## config.mk

```make
export PLATFORM = sky130hd
export DESIGN_NAME = processor
export DESIGN_NICKNAME = d
export VERILOG_FILES = /design/src/cpu_pkg.sv /design/src/processor.sv /design/src/alu.sv /design/src/reg_file.sv /design/src/instr_decoder.sv /design/src/fetch_unit.sv
export VERILOG_INCLUDE_DIRS = /design/src
export SDC_FILE = /design/constraint.sdc
export NUM_CORES = 2
export LEC_CHECK = 0
export BUFFER_PORTS_ARGS = -buffer_cell sky130_fd_sc_hd__buf_2
export CAP_MARGIN = 20
export CORE_MARGIN = 5
export CORE_UTILIZATION = 40
export CTS_BUF_LIST = sky130_fd_sc_hd__clkbuf_4 sky130_fd_sc_hd__clkbuf_8 sky130_fd_sc_hd__clkbuf_16
export CTS_CLUSTER_DIAMETER = 200
export DETAILED_ROUTE_END_ITERATION = 10
export GPL_TIMING_DRIVEN = 0
export PLACE_DENSITY_LB_ADDON = 0.2
export SYNTH_ARGS = -nofsm -noshare
export SYNTH_HDL_FRONTEND = slang
export SYNTH_SLANG_ARGS = --single-unit
```

## constraint.sdc

```tcl
create_clock -name clk -period 9.2 [get_ports clk]
set_input_delay 1.84 -clock clk [delete_from_list [all_inputs] [get_ports clk]]
set_output_delay 1.84 -clock clk [all_outputs]
set_load 0.05 [all_outputs]
```

## src/cpu_macros.svh

```systemverilog
`ifndef CPU_MACROS_SVH
`define CPU_MACROS_SVH

`define CPU_XLEN     32
`define CPU_NREGS    32
`define CPU_RADDR_W  5

// Primary opcodes, instr[31:26]
`define CPU_OP_RTYPE 6'h00
`define CPU_OP_J     6'h02
`define CPU_OP_BEQ   6'h04
`define CPU_OP_BNE   6'h05
`define CPU_OP_ADDI  6'h08
`define CPU_OP_SLTI  6'h0a
`define CPU_OP_SLTIU 6'h0b
`define CPU_OP_ANDI  6'h0c
`define CPU_OP_ORI   6'h0d
`define CPU_OP_XORI  6'h0e

// R-type function codes, instr[5:0]
`define CPU_FN_SLL   6'h00
`define CPU_FN_SRL   6'h02
`define CPU_FN_SLLV  6'h04
`define CPU_FN_SRLV  6'h06
`define CPU_FN_MUL   6'h18
`define CPU_FN_ADD   6'h20
`define CPU_FN_SUB   6'h22
`define CPU_FN_AND   6'h24
`define CPU_FN_OR    6'h25
`define CPU_FN_XOR   6'h26
`define CPU_FN_NOR   6'h27
`define CPU_FN_SLT   6'h2a
`define CPU_FN_SLTU  6'h2b

`endif
```

## src/cpu_pkg.sv

```systemverilog
`include "cpu_macros.svh"

package cpu_pkg;

  typedef struct packed {
    logic [5:0]              opcode;
    logic [`CPU_RADDR_W-1:0] rs;
    logic [`CPU_RADDR_W-1:0] rt;
    logic [`CPU_RADDR_W-1:0] rd;
    logic [4:0]              shamt;
    logic [5:0]              funct;
  } r_fmt_t;

  typedef struct packed {
    logic [5:0]              opcode;
    logic [`CPU_RADDR_W-1:0] rs;
    logic [`CPU_RADDR_W-1:0] rt;
    logic [15:0]             imm;
  } i_fmt_t;

  typedef struct packed {
    logic [5:0]  opcode;
    logic [25:0] target;
  } j_fmt_t;

  // Same word, three views
  typedef union packed {
    r_fmt_t r;
    i_fmt_t i;
    j_fmt_t j;
  } instr_u;

  typedef enum logic [3:0] {
    ALU_ADD, ALU_SUB, ALU_MUL, ALU_SLL, ALU_SRL, ALU_SLLV, ALU_SRLV,
    ALU_AND, ALU_OR, ALU_XOR, ALU_NOR, ALU_SLT, ALU_SLTU
  } alu_op_e;

  typedef struct packed {
    alu_op_e                 alu_op;
    logic                    src_imm;
    logic                    src_shamt;
    logic                    shift_var;   // Shift amount from rs
    logic [`CPU_XLEN-1:0]    imm_value;
    logic                    reg_wr;
    logic [`CPU_RADDR_W-1:0] wr_addr;
    logic                    is_beq;
    logic                    is_bne;
    logic                    is_jump;
    logic                    illegal;
  } ctrl_t;

  typedef struct packed {
    logic [`CPU_XLEN-1:0]    pc;
    instr_u                  instr;
    logic [`CPU_XLEN-1:0]    result;
    logic                    reg_wr;
    logic [`CPU_RADDR_W-1:0] wr_addr;
    logic                    illegal;
  } retire_t;

endpackage

```

## src/processor.sv

```systemverilog
`timescale 1ns/100ps
`include "cpu_macros.svh"

module processor (
  input  logic                 clk,
  input  logic                 rst_n,
  input  cpu_pkg::instr_u      instr,
  input  logic                 instr_valid,
  output logic                 instr_ready,
  output logic [`CPU_XLEN-1:0] fetch_pc,
  output cpu_pkg::retire_t     retire,
  output logic                 retire_valid,
  input  logic                 retire_ready
);

  cpu_pkg::ctrl_t       ctrl;
  logic                 accept;
  logic [`CPU_XLEN-1:0] rs_data;
  logic [`CPU_XLEN-1:0] rt_data;
  logic [`CPU_XLEN-1:0] alu_a;
  logic [`CPU_XLEN-1:0] alu_b;
  logic [`CPU_XLEN-1:0] alu_result;
  logic                 rs_eq_rt;

  // One record in flight
  assign instr_ready = ~retire_valid | retire_ready;
  assign accept      = instr_valid & instr_ready;
  assign rs_eq_rt    = (rs_data == rt_data);

  fetch_unit u_fetch (
    .clk      (clk),
    .rst_n    (rst_n),
    .accept   (accept),
    .instr    (instr),
    .ctrl     (ctrl),
    .rs_eq_rt (rs_eq_rt),
    .fetch_pc (fetch_pc)
  );

  instr_decoder u_dec (
    .instr (instr),
    .ctrl  (ctrl)
  );

  reg_file u_rf (
    .clk     (clk),
    .rst_n   (rst_n),
    .rs_addr (instr.r.rs),
    .rt_addr (instr.r.rt),
    .rs_data (rs_data),
    .rt_data (rt_data),
    .wr_en   (accept & ctrl.reg_wr),   // Write back at the accepting edge
    .wr_addr (ctrl.wr_addr),
    .wr_data (alu_result)
  );

  always_comb begin
    if (ctrl.src_imm) begin
      alu_a = rs_data;
      alu_b = ctrl.imm_value;
    end else if (ctrl.src_shamt) begin
      alu_a = rt_data;
      alu_b = {{(`CPU_XLEN-5){1'b0}}, instr.r.shamt};
    end else if (ctrl.shift_var) begin
      alu_a = rt_data;
      alu_b = rs_data;
    end else begin
      alu_a = rs_data;
      alu_b = rt_data;
    end
  end

  alu u_alu (
    .op     (ctrl.alu_op),
    .a      (alu_a),
    .b      (alu_b),
    .result (alu_result)
  );

  always_ff @(posedge clk or negedge rst_n) begin
    if (!rst_n) begin
      retire_valid <= 1'b0;
    end else if (accept) begin
      retire_valid <= 1'b1;
    end else if (retire_ready) begin
      retire_valid <= 1'b0;
    end
  end

  always_ff @(posedge clk) begin
    if (accept) begin
      retire.pc      <= fetch_pc;
      retire.instr   <= instr;
      retire.result  <= alu_result;
      retire.reg_wr  <= ctrl.reg_wr;
      retire.wr_addr <= ctrl.wr_addr;
      retire.illegal <= ctrl.illegal;
    end
  end

  // Source holds the word until it is taken
  a_instr_stable: assert property (@(posedge clk) disable iff (!rst_n)
    instr_valid && !instr_ready |=> instr_valid && $stable(instr));

endmodule

```

## src/alu.sv

```systemverilog
`timescale 1ns/100ps
`include "cpu_macros.svh"

module alu (
  input  cpu_pkg::alu_op_e     op,
  input  logic [`CPU_XLEN-1:0] a,
  input  logic [`CPU_XLEN-1:0] b,
  output logic [`CPU_XLEN-1:0] result
);

  logic [4:0]           shamt;
  logic [`CPU_XLEN-1:0] a_lo;
  logic [`CPU_XLEN-1:0] b_lo;

  assign shamt = b[4:0];
  // 16x16 product, full 32 bits kept
  assign a_lo  = {{(`CPU_XLEN-16){1'b0}}, a[15:0]};
  assign b_lo  = {{(`CPU_XLEN-16){1'b0}}, b[15:0]};

  always_comb begin
    case (op)
      cpu_pkg::ALU_ADD:  result = a + b;
      cpu_pkg::ALU_SUB:  result = a - b;
      cpu_pkg::ALU_MUL:  result = a_lo * b_lo;
      cpu_pkg::ALU_SLL,
      cpu_pkg::ALU_SLLV: result = a << shamt;
      cpu_pkg::ALU_SRL,
      cpu_pkg::ALU_SRLV: result = a >> shamt;    // Logical, zero fill
      cpu_pkg::ALU_AND:  result = a & b;
      cpu_pkg::ALU_OR:   result = a | b;
      cpu_pkg::ALU_XOR:  result = a ^ b;
      cpu_pkg::ALU_NOR:  result = ~(a | b);
      cpu_pkg::ALU_SLT: begin
        result = {{(`CPU_XLEN-1){1'b0}}, $signed(a) < $signed(b)};
      end
      cpu_pkg::ALU_SLTU: begin
        result = {{(`CPU_XLEN-1){1'b0}}, a < b};
      end
      default:           result = '0;
    endcase
  end

endmodule

```

## src/reg_file.sv

```systemverilog
`timescale 1ns/100ps
`include "cpu_macros.svh"

module reg_file (
  input  logic                    clk,
  input  logic                    rst_n,
  input  logic [`CPU_RADDR_W-1:0] rs_addr,
  input  logic [`CPU_RADDR_W-1:0] rt_addr,
  output logic [`CPU_XLEN-1:0]    rs_data,
  output logic [`CPU_XLEN-1:0]    rt_data,
  input  logic                    wr_en,
  input  logic [`CPU_RADDR_W-1:0] wr_addr,
  input  logic [`CPU_XLEN-1:0]    wr_data
);

  logic [`CPU_XLEN-1:0] regs [`CPU_NREGS];

  always_ff @(posedge clk or negedge rst_n) begin
    if (!rst_n) begin
      for (int i = 0; i < `CPU_NREGS; i++) begin
        regs[i] <= '0;
      end
    end else if (wr_en) begin
      regs[wr_addr] <= wr_data;
    end
  end

  // Combinational reads, r0 hardwired
  assign rs_data = (rs_addr == '0) ? '0 : regs[rs_addr];
  assign rt_data = (rt_addr == '0) ? '0 : regs[rt_addr];

  // Decoder must suppress writes to r0
  a_no_r0_write: assert property (@(posedge clk) disable iff (!rst_n)
    wr_en |-> wr_addr != '0);

endmodule

```

## src/instr_decoder.sv

```systemverilog
`timescale 1ns/100ps
`include "cpu_macros.svh"

module instr_decoder (
  input  cpu_pkg::instr_u instr,
  output cpu_pkg::ctrl_t  ctrl
);

  logic [`CPU_XLEN-1:0]    sext_imm;
  logic [`CPU_XLEN-1:0]    zext_imm;
  logic                    zero_ext;
  logic                    writes;
  logic [`CPU_RADDR_W-1:0] dest;

  assign sext_imm = {{(`CPU_XLEN-16){instr.i.imm[15]}}, instr.i.imm};
  assign zext_imm = {{(`CPU_XLEN-16){1'b0}}, instr.i.imm};

  // Logical immediates are zero extended
  assign zero_ext = (instr.i.opcode == `CPU_OP_ANDI) || (instr.i.opcode == `CPU_OP_ORI) ||
                    (instr.i.opcode == `CPU_OP_XORI);

  always_comb begin
    ctrl           = '0;
    ctrl.alu_op    = cpu_pkg::ALU_ADD;
    ctrl.imm_value = zero_ext ? zext_imm : sext_imm;
    writes         = 1'b0;
    dest           = instr.i.rt;
    case (instr.r.opcode)
      `CPU_OP_RTYPE: begin
        writes = 1'b1;
        dest   = instr.r.rd;
        case (instr.r.funct)
          `CPU_FN_ADD:  ctrl.alu_op = cpu_pkg::ALU_ADD;
          `CPU_FN_SUB:  ctrl.alu_op = cpu_pkg::ALU_SUB;
          `CPU_FN_MUL:  ctrl.alu_op = cpu_pkg::ALU_MUL;
          `CPU_FN_AND:  ctrl.alu_op = cpu_pkg::ALU_AND;
          `CPU_FN_OR:   ctrl.alu_op = cpu_pkg::ALU_OR;
          `CPU_FN_XOR:  ctrl.alu_op = cpu_pkg::ALU_XOR;
          `CPU_FN_NOR:  ctrl.alu_op = cpu_pkg::ALU_NOR;
          `CPU_FN_SLT:  ctrl.alu_op = cpu_pkg::ALU_SLT;
          `CPU_FN_SLTU: ctrl.alu_op = cpu_pkg::ALU_SLTU;
          `CPU_FN_SLL, `CPU_FN_SRL: begin
            ctrl.alu_op    = (instr.r.funct == `CPU_FN_SLL) ? cpu_pkg::ALU_SLL
                                                             : cpu_pkg::ALU_SRL;
            ctrl.src_shamt = 1'b1;
          end
          `CPU_FN_SLLV, `CPU_FN_SRLV: begin
            ctrl.alu_op    = (instr.r.funct == `CPU_FN_SLLV) ? cpu_pkg::ALU_SLLV
                                                              : cpu_pkg::ALU_SRLV;
            ctrl.shift_var = 1'b1;
          end
          default: begin
            writes       = 1'b0;
            ctrl.illegal = 1'b1;
          end
        endcase
      end
      `CPU_OP_ADDI, `CPU_OP_SLTI, `CPU_OP_SLTIU,
      `CPU_OP_ANDI, `CPU_OP_ORI, `CPU_OP_XORI: begin
        writes       = 1'b1;
        ctrl.src_imm = 1'b1;
        case (instr.i.opcode)
          `CPU_OP_SLTI:  ctrl.alu_op = cpu_pkg::ALU_SLT;
          `CPU_OP_SLTIU: ctrl.alu_op = cpu_pkg::ALU_SLTU;
          `CPU_OP_ANDI:  ctrl.alu_op = cpu_pkg::ALU_AND;
          `CPU_OP_ORI:   ctrl.alu_op = cpu_pkg::ALU_OR;
          `CPU_OP_XORI:  ctrl.alu_op = cpu_pkg::ALU_XOR;
          default:       ctrl.alu_op = cpu_pkg::ALU_ADD;   // addi
        endcase
      end
      `CPU_OP_BEQ: ctrl.is_beq  = 1'b1;
      `CPU_OP_BNE: ctrl.is_bne  = 1'b1;
      `CPU_OP_J:   ctrl.is_jump = 1'b1;
      default:     ctrl.illegal = 1'b1;
    endcase
    // r0 is never a real destination
    ctrl.reg_wr  = writes && (dest != '0);
    ctrl.wr_addr = writes ? dest : '0;
  end

endmodule

```

## src/fetch_unit.sv

```systemverilog
`timescale 1ns/100ps
`include "cpu_macros.svh"

module fetch_unit (
  input  logic                 clk,
  input  logic                 rst_n,
  input  logic                 accept,
  input  cpu_pkg::instr_u      instr,
  input  cpu_pkg::ctrl_t       ctrl,
  input  logic                 rs_eq_rt,
  output logic [`CPU_XLEN-1:0] fetch_pc
);

  logic [`CPU_XLEN-1:0] seq_pc;
  logic [`CPU_XLEN-1:0] br_off;
  logic [`CPU_XLEN-1:0] br_pc;
  logic [`CPU_XLEN-1:0] jmp_pc;
  logic [`CPU_XLEN-1:0] next_pc;
  logic                 taken;

  assign seq_pc = fetch_pc + 32'd4;

  // Word offset, sign extended
  assign br_off = {{(`CPU_XLEN-18){instr.i.imm[15]}}, instr.i.imm, 2'b00};
  assign br_pc  = seq_pc + br_off;
  assign jmp_pc = {seq_pc[`CPU_XLEN-1:28], instr.j.target, 2'b00};

  assign taken = (ctrl.is_beq & rs_eq_rt) | (ctrl.is_bne & ~rs_eq_rt);

  always_comb begin
    if (ctrl.is_jump) begin
      next_pc = jmp_pc;
    end else if (taken) begin
      next_pc = br_pc;
    end else begin
      next_pc = seq_pc;   // No delay slot
    end
  end

  always_ff @(posedge clk or negedge rst_n) begin
    if (!rst_n) begin
      fetch_pc <= '0;
    end else if (accept) begin
      fetch_pc <= next_pc;
    end
  end

  // Decoder raises at most one kind of redirect
  a_one_redirect: assert property (@(posedge clk) disable iff (!rst_n)
    accept |-> $onehot0({ctrl.is_beq, ctrl.is_bne, ctrl.is_jump}));

endmodule

```

==> metrics.txt <==
# TYPE chip_impl_metric gauge
chip_impl_info{name="status",value="finished with violations"} 1
chip_impl_info{name="failed_checks",value="setup timing"} 1
chip_impl_metric{name="peakVddDrop",unit="mV"} 0.196
chip_impl_metric{name="final-max-slew-violation-count",unit=""} 0
chip_impl_metric{name="async_reset_ff_share",unit="%"} 91.3
chip_impl_metric{name="start_util",unit="%"} 40.2
chip_impl_metric{name="cpPeakStageDelay",unit="ps"} 740
chip_impl_metric{name="grt.total_usage",unit="%"} 47.0
chip_impl_metric{name="vias_in_the_first_global_route",unit=""} 73341
chip_impl_info{name="synth_top_flop_cell",value="dfrtp_1"} 1
chip_impl_metric{name="netlist-cell-type-count",unit=""} 119
chip_impl_metric{name="fin_nets",unit=""} 8983
chip_impl_info{name="grt_setup_unrepaired",value="true"} 1
chip_impl_metric{name="max_slew_margin",unit="%"} 4.04
chip_impl_metric{name="final_worst_setup_slack",unit="ps"} -2090
chip_impl_metric{name="totalNegativeSetupSlack",unit="ps"} -1442160
chip_impl_info{name="timing.setup.critical_path_class",value="primary input to flop"} 1
chip_impl_metric{name="placementRows",unit=""} 163
chip_impl_metric{name="final_hold_viol_count",unit=""} 0
chip_impl_metric{name="floorplan.die.height",unit="um"} 455
chip_impl_metric{name="detailed_route_drc_error_count",unit=""} 0
chip_impl_metric{name="globalRouteOverflowTotal",unit=""} 0
chip_impl_metric{name="vias",unit=""} 78281
chip_impl_metric{name="syn_to_final_growth",unit="%"} 23.9
chip_impl_metric{name="drv_cap",unit=""} 0
chip_impl_metric{name="place_hpwl",unit="mm"} 366
chip_impl_info{name="end_kind",value="flop"} 1
chip_impl_info{name="worst_path_max_delay_cell",value="a211oi_4"} 1
chip_impl_metric{name="pwr_density_cell",unit="nW/um^2"} 170
chip_impl_metric{name="synth.yosys.seq_area_share",unit="%"} 37.1
chip_impl_metric{name="grt_max_degree",unit=""} 162
chip_impl_metric{name="synth_seq_cells",unit=""} 1156
chip_impl_metric{name="cts_inserted_buffers",unit=""} 140
chip_impl_metric{name="global_route_wire_length_before_repair",unit="mm"} 654
chip_impl_metric{name="fill_cells",unit=""} 18143
chip_impl_metric{name="finalHoldWorstSlack",unit="ps"} 482
chip_impl_metric{name="post_cts_clock_slew_at_the_launch_and_capture_registers_of_the_worst_setup_and_hold_paths",unit="ps"} 70
chip_impl_metric{name="mappedNetlistArea",unit="sq um"} 79300
chip_impl_metric{name="clock_tree.buffer_depth",unit=""} 3
chip_impl_metric{name="required",unit="ps"} 9890
chip_impl_metric{name="multi_input_area",unit="sq um"} 47000
chip_impl_metric{name="arrival",unit="ps"} 11980
chip_impl_info{name="rr_endpoint",value="u_rf.regs[969]"} 1
chip_impl_metric{name="drt.antenna.violating_nets",unit=""} 0
chip_impl_metric{name="finalClockSkew",unit="ps"} 65.3
chip_impl_metric{name="share_of_final_layout_standard_cells_stronger_than_drive_strength_1",unit="%"} 26.3
chip_impl_info{name="path_common_cell",value="fa_1"} 1
chip_impl_metric{name="maxClockFrequency",unit="MHz"} 88.6
chip_impl_info{name="critical_path.endpoint",value="u_rf.regs[979]"} 1
chip_impl_info{name="ctsRootBufferMaster",value="clkbuf_16"} 1
chip_impl_metric{name="antenna_violations_before_repair",unit=""} 56
chip_impl_metric{name="final_period_minus_worst_setup_slack",unit="ps"} 11290
chip_impl_metric{name="worstPathMaxFanout",unit=""} 10
chip_impl_metric{name="cts.sinks",unit=""} 1156
chip_impl_metric{name="postSynthAreaPerCell",unit="sq um"} 10.1
chip_impl_info{name="hp-class",value="flop to flop"} 1
chip_impl_metric{name="gp_congestion",unit=""} 1.09
chip_impl_metric{name="synth-edff-count",unit=""} 101
chip_impl_metric{name="design.core.area",unit="sq um"} 197000
chip_impl_metric{name="routed_wl",unit="mm"} 498
chip_impl_metric{name="total_leakage_power",unit="nW"} 43.5
chip_impl_info{name="cp-start-kind",value="primary input"} 1
chip_impl_metric{name="routed_wire_length_per_instance",unit="um"} 44.0
chip_impl_metric{name="avgViaCountPerCell",unit=""} 6.92
chip_impl_metric{name="drt_iter0_drc",unit=""} 13614
chip_impl_metric{name="first_pass_iters",unit=""} 7
chip_impl_metric{name="num_io_pins",unit=""} 173
chip_impl_metric{name="clock_latency",unit="ps"} 870
chip_impl_metric{name="worst_pin_slew",unit="ps"} 1400
chip_impl_metric{name="fp.dieW",unit="um"} 455
chip_impl_metric{name="final-seq-area",unit="sq um"} 29400
chip_impl_metric{name="r2r.worst_path.cells",unit=""} 27
chip_impl_metric{name="place.port_buffers",unit=""} 168
chip_impl_metric{name="timing.final.crit_share",unit="%"} 123
chip_impl_metric{name="final-setup-viol-count",unit=""} 924
chip_impl_info{name="timing.rr.start",value="u_rf.regs[96]"} 1
chip_impl_metric{name="floorplan.die_area",unit="sq um"} 207000
chip_impl_metric{name="yosys_warnings",unit=""} 0
chip_impl_info{name="worstSetupStartpoint",value="instr[20]"} 1
chip_impl_metric{name="reg2reg_slack",unit="ps"} -640
chip_impl_metric{name="clock_tree.htree_level_count",unit=""} 4
chip_impl_metric{name="syn-instance-count",unit=""} 7812
chip_impl_info{name="cts_tree",value="yes"} 1
-- layout by cell type (no fill, tap or decap), types with 60 or more instances in the layout --
cell type,synthesis,routed
clkbuf_1,398,298
a21oi_2,28,81
inv_1,349,328
buf_4,31,291
clkbuf_16,0,159
nor3_1,82,73
buf_12,7,111
fa_1,197,194
nand2_1,466,457
dfrtp_1,1055,1055
a22oi_1,87,76
edfxtp_1,101,101
a21oi_1,902,840
buf_16,0,77
mux4_2,408,408
mux2_4,30,89
o21ai_0,220,205
nand3_1,89,85
ha_1,231,215
buf_2,178,256
mux2_2,198,140
xnor2_1,90,86
mux2i_1,314,297
a31oi_1,67,60
nor2_1,1157,1148
buf_8,7,65
o22ai_1,73,66
buf_6,55,68
-- cell families after synthesis --
group / Yosys count / synth area share [%]
AND/OR/NAND/NOR: 2119 / 11.5
AO/OA/AOI/OAI: 1908 / 15.1
flip-flops: 1156 / 37.1
buffers and inverters: 1072 / 6.28
multiplexers: 979 / 19.7
adder cells (fa/ha/maj): 428 / 8.62
XOR/XNOR: 149 / 1.65
other: 1 / 0.00473
-- final cells by class --
type / instances / area share (%)
inverter: 369 / 1.49
timing repair buffer: 596 / 5.97
clock inverter: 66 / 1.09
tap: 2640 / 3.36
multi-input combinational: 5587 / 47.8
sequential: 1156 / 30.0
buffer: 669 / 5.97
clock buffer: 192 / 4.19
antenna: 43 / 0.110
-- registers in the layout (all words and copies together) (netlist names) --
signal            flops
retire              101
retire_valid          1
u_fetch.fetch_pc     30
u_rf.regs          1024
-- synth_stat cells (36+ instances only) --
cell type | instances | area, sq um
o211ai_1 | 41 | 308
nor2b_1 | 36 | 225
a22oi_1 | 87 | 653
xor2_1 | 59 | 517
mux2_2 | 198 | 2230
mux4_2 | 408 | 9190
nand3_1 | 89 | 445
o22ai_1 | 73 | 457
and3_1 | 57 | 357
buf_6 | 55 | 619
dfrtp_1 | 1055 | 26400
fa_1 | 197 | 3940
nand2_1 | 466 | 1750
a22o_1 | 37 | 324
clkbuf_1 | 398 | 1490
buf_2 | 178 | 891
ha_1 | 231 | 2890
edfxtp_1 | 101 | 3030
o21ai_0 | 220 | 1100
inv_1 | 349 | 1310
nand2b_1 | 51 | 319
a31oi_1 | 67 | 419
a211oi_1 | 57 | 428
nor2_1 | 1157 | 4340
a21oi_1 | 902 | 4510
nor3_1 | 82 | 410
mux2i_1 | 314 | 3140
xnor2_1 | 90 | 788
-- critical path, delay by kind of cell --
kind,cells,cell delay [ps]
AOI/OAI and AO/OA,11,3070
xor gates and xnor gates,1,340
adders and majority gates,7,3230
buffers and inverters,12,2720
and+or+nand+nor,5,670
-- routing by layer --
metal	GRT usage (%)	routed length (um)
met4	33.4	45900
met2	62.0	191000
met3	26.1	82200
met5	1.82	1000
met1	57.3	178000
-- worst min path at each step --
stage / slack (ps) / end / depth (start not counted) / start
6_report: 480 / u_rf.regs[1020] / 1 / u_rf.regs[1020]
5_1_grt: 500 / u_rf.regs[1001] / 1 / u_rf.regs[1001]
4_1_cts: 480 / u_rf.regs[1020] / 1 / u_rf.regs[1020]
3_5_place_dp: 460 / u_rf.regs[1018] / 1 / u_rf.regs[1018]
3_3_place_gp: 450 / u_rf.regs[1001] / 1 / u_rf.regs[1001]
2_1_floorplan: 440 / u_rf.regs[1004] / 1 / u_rf.regs[1004]
-- power breakdown --
group	switching, mW	internal (mW)	leakage (nW)
logic	3.32	1.58	25.4
clock network	2.55	3.74	2.56
registers	0.190	5.37	15.6
-- stage by stage --
step                      total power [mW]  instances  area, sq um  utilization, %  setup WS [ps]
after global routing                  17.0      11280        98100            49.8          -2060
after floorplan                       7.90       7815        79800               -          -1170
final                                 16.7      11318        98200            49.8          -2090
after detailed placement              9.72      10720        85600            43.4          -6980
after global placement                9.63      10623        84000            42.6         -17900
after CTS                             16.3      11210        96900            49.1          -1720
-- repair_timing --
item | CTS | global route
gates cloned | 9 | 6
hold buffers | 0 | 0
setup endpoints to repair | 1003 | 874
buffers inserted | 252 | 58
gates resized for setup | 852 | 150
pin swaps | 91 | 56
(Power assumes the default switching activity.)
